**config.mk**
```make
export PLATFORM = sky130hd
export DESIGN_NAME = perf_profiler_top
export DESIGN_NICKNAME = d
export VERILOG_FILES = /design/src/hw/perf_pkg.sv /design/src/hw/perf_stall_classifier.sv /design/src/hw/perf_mem_event_detect.sv /design/src/hw/perf_counter_bank.sv /design/src/hw/perf_readout.sv /design/src/hw/perf_profiler_top.sv
export VERILOG_INCLUDE_DIRS = /design/src /design/src/hw
export SDC_FILE = /design/constraint.sdc
export NUM_CORES = 2
export LEC_CHECK = 0
export ABC_AREA = 1
export CAP_MARGIN = 5
export CORE_ASPECT_RATIO = 1.1
export CORE_MARGIN = 4
export CORE_UTILIZATION = 40
export DETAILED_ROUTE_END_ITERATION = 12
export DONT_BUFFER_PORTS = 1
export GPL_TIMING_DRIVEN = 0
export PLACE_DENSITY = 0.54
export SLEW_MARGIN = 20
export SYNTH_ARGS = -nofsm -noshare
export SYNTH_HDL_FRONTEND = slang
export SYNTH_SLANG_ARGS = --single-unit
export TNS_END_PERCENT = 50
```
**constraint.sdc**
```tcl
create_clock -name clk_i -period 2 [get_ports clk_i]
set_clock_uncertainty 0.2 [all_clocks]
set_input_delay 0.3 -clock clk_i [delete_from_list [all_inputs] [get_ports clk_i]]
set_output_delay 0.3 -clock clk_i [all_outputs]
set_load 0.03 [all_outputs]
```
**src/hw/perf_cfg.svh**
```systemverilog
`ifndef PERF_CFG_SVH
`define PERF_CFG_SVH

// Width of every counter
// Also the width of the read data port
`define PERF_CNT_WIDTH 32

// Read address width
// Covers the 23 live counters plus the zero-reading gap up to 31
`define PERF_ADDR_WIDTH 5

`endif

```
**src/hw/perf_pkg.sv**
```systemverilog
`default_nettype none

package perf_pkg;

  // Per-cycle core levels, sampled with no handshake
  typedef struct packed {
    logic instret;
    logic icache_valid;
    logic icache_ready;
    logic dcache_valid;
    logic dcache_ready;
    logic br_override;
    logic fe_cmd;
    logic mispredict;
    logic control_haz;
    logic data_haz;
    logic struct_haz;
    logic dc_miss;
  } perf_core_stat_s;

  // L2 levels, single bank
  typedef struct packed {
    logic l2_cmd_v;
    logic l2_serving_ic;
    logic l2_serving_dc;
    logic l2_serving_evict;
  } perf_mem_stat_s;

  // Stall reasons, highest priority first
  typedef enum logic [3:0] {
    stall_ic_miss     = 4'd0,
    stall_br_override = 4'd1,
    stall_fe_cmd      = 4'd2,
    stall_mispredict  = 4'd3,
    stall_control_haz = 4'd4,
    stall_data_haz    = 4'd5,
    stall_struct_haz  = 4'd6,
    stall_dc_miss     = 4'd7,
    stall_unknown     = 4'd8
  } perf_stall_e;

  localparam int PERF_STALL_REASONS = 9;

  // Fields listed MSB first, so mcycle sits on bit 0
  // stall[] is indexed by perf_stall_e
  // Counter index equals bit position
  typedef struct packed {
    logic [PERF_STALL_REASONS-1:0] stall;
    logic                          minstret;
    logic                          mcycle;
  } perf_stall_events_s;

  // Same layout rule, ic_req lands on bit 0
  typedef struct packed {
    logic l2_dc_evict_cmd;
    logic l2_dc_fetch_cmd;
    logic l2_ic_cmd;
    logic l2_dc_evict;
    logic l2_dc_fetch;
    logic l2_ic;
    logic dc_miss;
    logic dc_miss_cnt;
    logic dc_req;
    logic ic_miss;
    logic ic_miss_cnt;
    logic ic_req;
  } perf_mem_events_s;

  // Counters per bank
  localparam int PERF_STALL_CNT = $bits(perf_stall_events_s);
  localparam int PERF_MEM_CNT   = $bits(perf_mem_events_s);

endpackage

`default_nettype wire

```
**src/hw/perf_stall_classifier.sv**
```systemverilog
`timescale 1ns/1ns
`default_nettype none

module perf_stall_classifier
  import perf_pkg::*;
  (
    input  wire                clk_i,
    input  wire                reset_i,
    input  wire perf_core_stat_s core_stat_i,
    output perf_stall_events_s stall_ev_o
  );

  perf_stall_e                   reason;
  logic [PERF_STALL_REASONS-1:0] reason_oh;

  // Priority chain
  // Front end causes come before back end ones
  always_comb begin
    if (!core_stat_i.icache_ready) begin
      reason = stall_ic_miss;
    end else if (core_stat_i.br_override) begin
      reason = stall_br_override;
    end else if (core_stat_i.fe_cmd) begin
      reason = stall_fe_cmd;
    end else if (core_stat_i.mispredict) begin
      reason = stall_mispredict;
    end else if (core_stat_i.control_haz) begin
      reason = stall_control_haz;
    end else if (core_stat_i.data_haz) begin
      reason = stall_data_haz;
    end else if (core_stat_i.struct_haz) begin
      reason = stall_struct_haz;
    end else if (core_stat_i.dc_miss) begin
      reason = stall_dc_miss;
    end else begin
      // Nothing explains the bubble
      reason = stall_unknown;
    end
  end

  // One-hot expansion of the winning reason
  assign reason_oh = PERF_STALL_REASONS'(1) << reason;

  // Every cycle counts toward mcycle
  assign stall_ev_o.mcycle   = 1'b1;
  assign stall_ev_o.minstret = core_stat_i.instret;
  // Stall credit only on non-retiring cycles
  assign stall_ev_o.stall    = core_stat_i.instret ? '0 : reason_oh;

  // Stall bits stay exclusive and retiring cycles are never blamed on a stall
  a_stall_exclusive: assert property (
    @(posedge clk_i) disable iff (reset_i)
    $onehot0(stall_ev_o.stall) && !(stall_ev_o.minstret && |stall_ev_o.stall)
  ) else $error("stall classifier: bad stall vector %b", stall_ev_o.stall);

endmodule

`default_nettype wire

```
**src/hw/perf_mem_event_detect.sv**
```systemverilog
`timescale 1ns/1ns
`default_nettype none

module perf_mem_event_detect
  import perf_pkg::*;
  (
    input  wire                clk_i,
    input  wire                reset_i,
    input  wire perf_core_stat_s core_stat_i,
    input  wire perf_mem_stat_s  mem_stat_i,
    output perf_mem_events_s   mem_ev_o
  );

  // Ready levels from the previous cycle
  logic ic_ready_q;
  logic dc_ready_q;

  // L2 service class, before the command strobe
  logic l2_ic_v;
  logic l2_dc_fetch_v;
  logic l2_dc_evict_v;

  // Reset to ready so no false miss edge shows up
  // Runs regardless of en_i
  always_ff @(posedge clk_i) begin
    if (reset_i) begin
      ic_ready_q <= 1'b1;
      dc_ready_q <= 1'b1;
    end else begin
      ic_ready_q <= core_stat_i.icache_ready;
      dc_ready_q <= core_stat_i.dcache_ready;
    end
  end

  // I$ requests accepted
  assign mem_ev_o.ic_req      = core_stat_i.icache_valid & core_stat_i.icache_ready;
  // Falling edge of ready starts a miss
  assign mem_ev_o.ic_miss_cnt = ~core_stat_i.icache_ready & ic_ready_q;
  // Cycles spent in a miss
  assign mem_ev_o.ic_miss     = ~core_stat_i.icache_ready;

  // D$ mirrors the I$ rules
  assign mem_ev_o.dc_req      = core_stat_i.dcache_valid & core_stat_i.dcache_ready;
  assign mem_ev_o.dc_miss_cnt = ~core_stat_i.dcache_ready & dc_ready_q;
  assign mem_ev_o.dc_miss     = ~core_stat_i.dcache_ready;

  // Who the L2 is working for
  assign l2_ic_v       = mem_stat_i.l2_serving_ic;
  assign l2_dc_fetch_v = mem_stat_i.l2_serving_dc & ~mem_stat_i.l2_serving_evict;
  assign l2_dc_evict_v = mem_stat_i.l2_serving_dc & mem_stat_i.l2_serving_evict;

  // Serving cycles
  assign mem_ev_o.l2_ic       = l2_ic_v;
  assign mem_ev_o.l2_dc_fetch = l2_dc_fetch_v;
  assign mem_ev_o.l2_dc_evict = l2_dc_evict_v;

  // Command strobes, one per L2 transaction
  assign mem_ev_o.l2_ic_cmd       = l2_ic_v & mem_stat_i.l2_cmd_v;
  assign mem_ev_o.l2_dc_fetch_cmd = l2_dc_fetch_v & mem_stat_i.l2_cmd_v;
  assign mem_ev_o.l2_dc_evict_cmd = l2_dc_evict_v & mem_stat_i.l2_cmd_v;

  // Single L2 bank serves one client at a time
  a_l2_one_client: assert property (
    @(posedge clk_i) disable iff (reset_i)
    !(mem_stat_i.l2_serving_ic && mem_stat_i.l2_serving_dc)
  ) else $error("mem event detect: L2 serving I$ and D$ together");

endmodule

`default_nettype wire

```
**src/hw/perf_counter_bank.sv**
```systemverilog
`timescale 1ns/1ns
`default_nettype none

`include "perf_cfg.svh"

module perf_counter_bank
  #(
    parameter type event_t = logic
  )
  (
    input  wire                                             clk_i,
    input  wire                                             reset_i,
    input  wire                                             freeze_i,
    input  wire                                             en_i,
    input  wire event_t                                     event_i,
    output logic [$bits(event_t)-1:0][`PERF_CNT_WIDTH-1:0] count_o
  );

  localparam int num_cnt = $bits(event_t);

  // Flattened event bits, bit i drives counter i
  logic [num_cnt-1:0] ev_bits;
  // Increment strobes after gating
  logic [num_cnt-1:0] inc;

  assign ev_bits = event_i;
  // Clear beats count
  assign inc = (en_i && !freeze_i) ? ev_bits : '0;

  always_ff @(posedge clk_i) begin
    if (reset_i || freeze_i) begin
      count_o <= '0;
    end else begin
      for (int i = 0; i < num_cnt; i++) begin
        if (inc[i]) begin
          count_o[i] <= count_o[i] + 1'b1;
        end
      end
    end
  end

  // Counters wrap silently in hardware
  // An increment must never land on zero
  for (genvar g = 0; g < num_cnt; g++) begin : g_wrap_chk
    a_no_wrap: assert property (
      @(posedge clk_i) disable iff (reset_i || freeze_i)
      inc[g] |=> (count_o[g] != '0)
    ) else $error("counter bank: counter %0d wrapped", g);
  end

endmodule

`default_nettype wire

```
**src/hw/perf_readout.sv**
```systemverilog
`timescale 1ns/1ns
`default_nettype none

`include "perf_cfg.svh"

module perf_readout
  import perf_pkg::*;
  (
    input  wire                                         clk_i,
    input  wire                                         reset_i,
    input  wire [`PERF_ADDR_WIDTH-1:0]                  rd_addr_i,
    input  wire [PERF_STALL_CNT-1:0][`PERF_CNT_WIDTH-1:0] stall_cnt_i,
    input  wire [PERF_MEM_CNT-1:0][`PERF_CNT_WIDTH-1:0]   mem_cnt_i,
    output logic [`PERF_CNT_WIDTH-1:0]                  rd_data_o
  );

  localparam int addr_w = `PERF_ADDR_WIDTH;

  // Memory bank starts right after the stall bank
  localparam logic [addr_w-1:0] mem_base = addr_w'(PERF_STALL_CNT);
  localparam logic [addr_w-1:0] mem_end  = addr_w'(PERF_STALL_CNT + PERF_MEM_CNT);

  logic                         in_stall;
  logic                         in_mem;
  logic [addr_w-1:0]            mem_idx;
  logic [`PERF_CNT_WIDTH-1:0]   rd_data_d;

  // Address decode
  assign in_stall = (rd_addr_i < mem_base);
  assign in_mem   = !in_stall && (rd_addr_i < mem_end);
  // Offset into the memory bank
  assign mem_idx  = rd_addr_i - mem_base;

  always_comb begin
    if (in_stall) begin
      rd_data_d = stall_cnt_i[rd_addr_i];
    end else if (in_mem) begin
      rd_data_d = mem_cnt_i[mem_idx];
    end else begin
      // Unmapped range reads zero
      rd_data_d = '0;
    end
  end

  // One cycle read latency
  always_ff @(posedge clk_i) begin
    if (reset_i) begin
      rd_data_o <= '0;
    end else begin
      rd_data_o <= rd_data_d;
    end
  end

endmodule

`default_nettype wire

```
**src/hw/perf_profiler_top.sv**
```systemverilog
`timescale 1ns/1ns
`default_nettype none

`include "perf_cfg.svh"

module perf_profiler_top
  import perf_pkg::*;
  (
    input  wire                          clk_i,
    input  wire                          reset_i,
    input  wire                          freeze_i,
    input  wire                          en_i,
    input  wire perf_core_stat_s         core_stat_i,
    input  wire perf_mem_stat_s          mem_stat_i,
    input  wire [`PERF_ADDR_WIDTH-1:0]   rd_addr_i,
    output logic [`PERF_CNT_WIDTH-1:0]   rd_data_o
  );

  // Per-cycle event structs
  perf_stall_events_s stall_ev;
  perf_mem_events_s   mem_ev;

  // Live counter values
  logic [PERF_STALL_CNT-1:0][`PERF_CNT_WIDTH-1:0] stall_cnt;
  logic [PERF_MEM_CNT-1:0][`PERF_CNT_WIDTH-1:0]   mem_cnt;

  // Commit side
  perf_stall_classifier u_stall_classifier (
    .clk_i       (clk_i),
    .reset_i     (reset_i),
    .core_stat_i (core_stat_i),
    .stall_ev_o  (stall_ev)
  );

  // Memory side
  perf_mem_event_detect u_mem_event_detect (
    .clk_i       (clk_i),
    .reset_i     (reset_i),
    .core_stat_i (core_stat_i),
    .mem_stat_i  (mem_stat_i),
    .mem_ev_o    (mem_ev)
  );

  // Counters 0 to 10
  perf_counter_bank #(
    .event_t (perf_stall_events_s)
  ) bank_stall (
    .clk_i    (clk_i),
    .reset_i  (reset_i),
    .freeze_i (freeze_i),
    .en_i     (en_i),
    .event_i  (stall_ev),
    .count_o  (stall_cnt)
  );

  // Counters 11 to 22
  perf_counter_bank #(
    .event_t (perf_mem_events_s)
  ) bank_mem (
    .clk_i    (clk_i),
    .reset_i  (reset_i),
    .freeze_i (freeze_i),
    .en_i     (en_i),
    .event_i  (mem_ev),
    .count_o  (mem_cnt)
  );

  // Single read port over both banks
  perf_readout u_readout (
    .clk_i       (clk_i),
    .reset_i     (reset_i),
    .rd_addr_i   (rd_addr_i),
    .stall_cnt_i (stall_cnt),
    .mem_cnt_i   (mem_cnt),
    .rd_data_o   (rd_data_o)
  );

endmodule

`default_nettype wire

```
==> key figures <==
Status
  • Status: finished with violations
  • Violated checks: negative hold slack, negative setup slack

Clock network
  • Clk_lat worst skew: 720 ps
  • # H-tree levels: 3
  • Sink Count: 770
  • CTS tree: yes
  • Clk slew on worst S/H paths: 60 ps
  • Clock root cell: clkbuf_16
  • TritonCTS Buffers: 93
  • Clock Tree Buf Depth: 3

GRT
  • Initial antenna violation count: 12
  • Met1 Usage GRT: 48.68%
  • GR peak layer: met2
  • Pin count of the biggest net entering global routing: 15
  • First-pass GRT wire length: 337500 µm
  • Total track usage: 35.41%
  • GR met3 Demand/Resource: 6.829%
  • Grt met2 use: 54.85%
  • Total grt overflow: 0
  • Vias in the first global route: 50610

Place
  • IO buf count: 0
  • Detailed Place HPWL: 188000 µm
  • DP Worst Slack: -1948 ps
  • GP Congestion: 1.019
  • Placed cells: 9777

Setup path
  • Register-to-register setup slack: -150 ps
  • CP max FO: 3
  • CP required: 2340 ps
  • Delay-heaviest family, CP: simple AND/OR/NAND/NOR gates
  • Crit path buffers/inverters: 1
  • WS Path Type: reg2reg
  • Worst setup SP type: flop
  • Reg2reg start: bank_stall.count_o[33]$_SDFFE_PP0P_
  • Slowest stage cell, crit path: dfxtp_1
  • Critical path's most frequent cell: nand2_1
  • Largest stage delay, worst path: 320 ps
  • CP Launch Point: bank_stall.count_o[33]$_SDFFE_PP0P_
  • WP data arrival: 2490 ps
  • CP endpoint kind: flop
  • Crit-path cells: inv_1 > nand2_1 > o211ai_1 > nand4_1 > nand3_1 > o21ai_0 > nand2_1 > a21oi_4

Timing
  • RSZ-0062 raised after global routing: yes
  • Final Setup Violations: 32
  • FMAX: 464.2 MHz
  • Hold WS: -179.9 ps
  • Final period utilization: 107.7%
  • Hold Vio Cnt, Final: 39
  • Worst slew pin tran: 1162 ps
  • Slew headroom: 22.53%
  • Final-report max-slew violation count: 0
  • Final min period: 2154 ps
  • Final setup margin: -154.4 ps
  • Setup TNS: -1617 ps

Floorplan
  • I/O pin count: 57
  • Core footprint: 0.1214 mm²
  • Placement Rows: 134
  • Die Wd: 341.2 µm
  • Die area: 0.1278 mm²
  • Die H: 374.5 µm
  • Initial Util: 40.25%

Finish
  • P&R area growth vs syn: 19.14%
  • Final std cells w/o fill: 10050
  • Nets: 8386
  • Share of cells above drive strength 1: 12.73%

Synth
  • Async SR Flop Fraction: 0%
  • Syn Inst Count: 8140
  • Count of state elements after synthesis: 770
  • Mapped cell area: 0.04885 mm²
  • Sequential share of the synthesized area: 31.55%
  • Synth Warn #: 0
  • EDFF count, synth: 0
  • Syn Nets: 8189
  • Post-synthesis cell type count: 47
  • Mean Syn Cell Area: 6.002 µm²
  • Top_reg_cell synth: dfxtp_1

Min path
  • Hold path startpoint: core_stat_i[11]
  • Hold crit path type: in2reg

Route
  • DR vias/cell: 5.620
  • DR DRC count: 0
  • Final wirelength: 237700 µm
  • DRT antenna net count: 0
  • Post-DR wirelength/cell: 23.65 µm
  • DR vias: 56490
  • Pre-Repair DR Iteration Count: 6
  • Drt initial violations: 6436

Job
  • Max-cap violations: 0

Power and ir drop
  • Max VDD drop: 0.0006787 V
  • Power, Total: 37.84 mW
  • LEAKAGE: 19.06 nW
  • Cell Pwr Density: 650.2 mW/mm²
area by class of cell:
cell class,instances,area (µm²)
antenna,5,12.51
buffer,303,1634
clock buffer,131,2723
clock inverter,41,500.5
fill,13180,63180
inverter,866,3262
multi-input combinational,6198,31360
sequential,770,15630
tap,1632,2042
timing repair buffer,105,1041
routing by layer:
layer / part of all wire [%] / wire, µm
met1: 43 / 102700
met2: 43 / 102500
met3: 9.3 / 22030
met4: 4.4 / 10380
met5: 0.011 / 26
layout by cell type (no fill, tap or decap), types with 29 or more instances in the layout:
| master | instances |
|---|---|
| buf_2 | 58 |
| nand2_2 | 68 |
| clkbuf_2 | 80 |
| clkbuf_1 | 102 |
| o21ai_0 | 390 |
| nor2_4 | 67 |
| o21ai_1 | 65 |
| nand3_2 | 66 |
| nor2_2 | 85 |
| xnor2_1 | 42 |
| inv_2 | 29 |
| buf_4 | 60 |
| nand3_1 | 464 |
| o21a_1 | 29 |
| nor3_2 | 64 |
| nand3b_1 | 30 |
| a21oi_4 | 31 |
| xor2_1 | 186 |
| dfxtp_2 | 125 |
| clkbuf_16 | 95 |
| a21oi_1 | 710 |
| nand2_1 | 2192 |
| nor2_1 | 980 |
| nor3_1 | 250 |
| inv_1 | 828 |
| nand4_1 | 204 |
| dfxtp_1 | 629 |
| dlygate4sd3_1 | 49 |
| o211ai_1 | 61 |
kinds of logic after synthesis:
| family | count (synthesis) | share of synthesized area (%) |
|---|---|---|
| flops | 770 | 31.55 |
| fa+ha+maj | 24 | 0.6147 |
| xor+xnor | 228 | 4.087 |
| compound gates | 1378 | 14.89 |
| buf+inv | 1172 | 9.251 |
| simple gates | 4568 | 39.60 |
synth_stat cells, drive strengths merged (5+ instances only):
cell       n  share of area (%)
ha        24               0.61
inv      859                6.6
a31oi     11               0.14
o21ai    479                4.9
a21oi    748                7.7
o21bai     5              0.077
and3       9               0.12
clkbuf   201                1.5
o211ai    61               0.94
o21a      29               0.45
nand2   2267                 18
nand3    537                5.5
nor4      19               0.27
a22oi     28               0.43
nand4    205                2.6
xnor2     42               0.75
a211oi     9               0.14
nor3     342                3.6
buf      105                1.1
nor3b     21               0.32
dfxtp    770                 32
xor2     186                3.3
nor2    1134                9.1
nand3b    30               0.46
clkinv     7              0.054
tightest hold or removal path, cell delays in order:
cell     delay (ps)
nor2_2           50
nand3_4         170
nor4_1           60
nor2_1          100
path summary, 6_finish.rpt:
kind,to,cells after the start
setup / recovery,u_readout.rd_data_o[1]$_SDFF_PP0_,8
hold / removal,bank_stall.count_o[267]$_SDFFE_PP0P_,4
setup reg to reg,u_readout.rd_data_o[1]$_SDFF_PP0_,8
hold reg to reg,bank_mem.count_o[99]$_SDFFE_PP0P_,1
flip-flops by register name, indices dropped and copies added (netlist names):
name and count:
u_readout.rd_data_o 32, u_mem_event_detect.dc_ready_q 1, bank_mem.count_o 384, bank_stall.count_o 352, u_mem_event_detect.ic_ready_q 1
stage by stage:
| stage | util (%) | cell area, µm² |
|---|---|---|
| floorplan | - | 48850 |
| global placement | 41.93 | 50900 |
| detailed placement | 42.05 | 51050 |
| CTS | 46.26 | 56150 |
| global route | 47.94 | 58190 |
| finish | 47.95 | 58200 |
report_power, final:
group	switching [mW]	internal [mW]	total, mW
clock	7.66	10.7	18.3
sequential	0.136	15.4	15.5
combinational	3.11	0.891	4.00
repair_timing:
action                                  in CTS  in global routing
resized for setup                          458                599
hold buffers                                49                  5
endpoints found under the hold margin      239                 44
buffers inserted                             7                 40
endpoints found under the setup margin     343                497
pin swaps                                   39                 94
(Power assumes the default switching activity.)
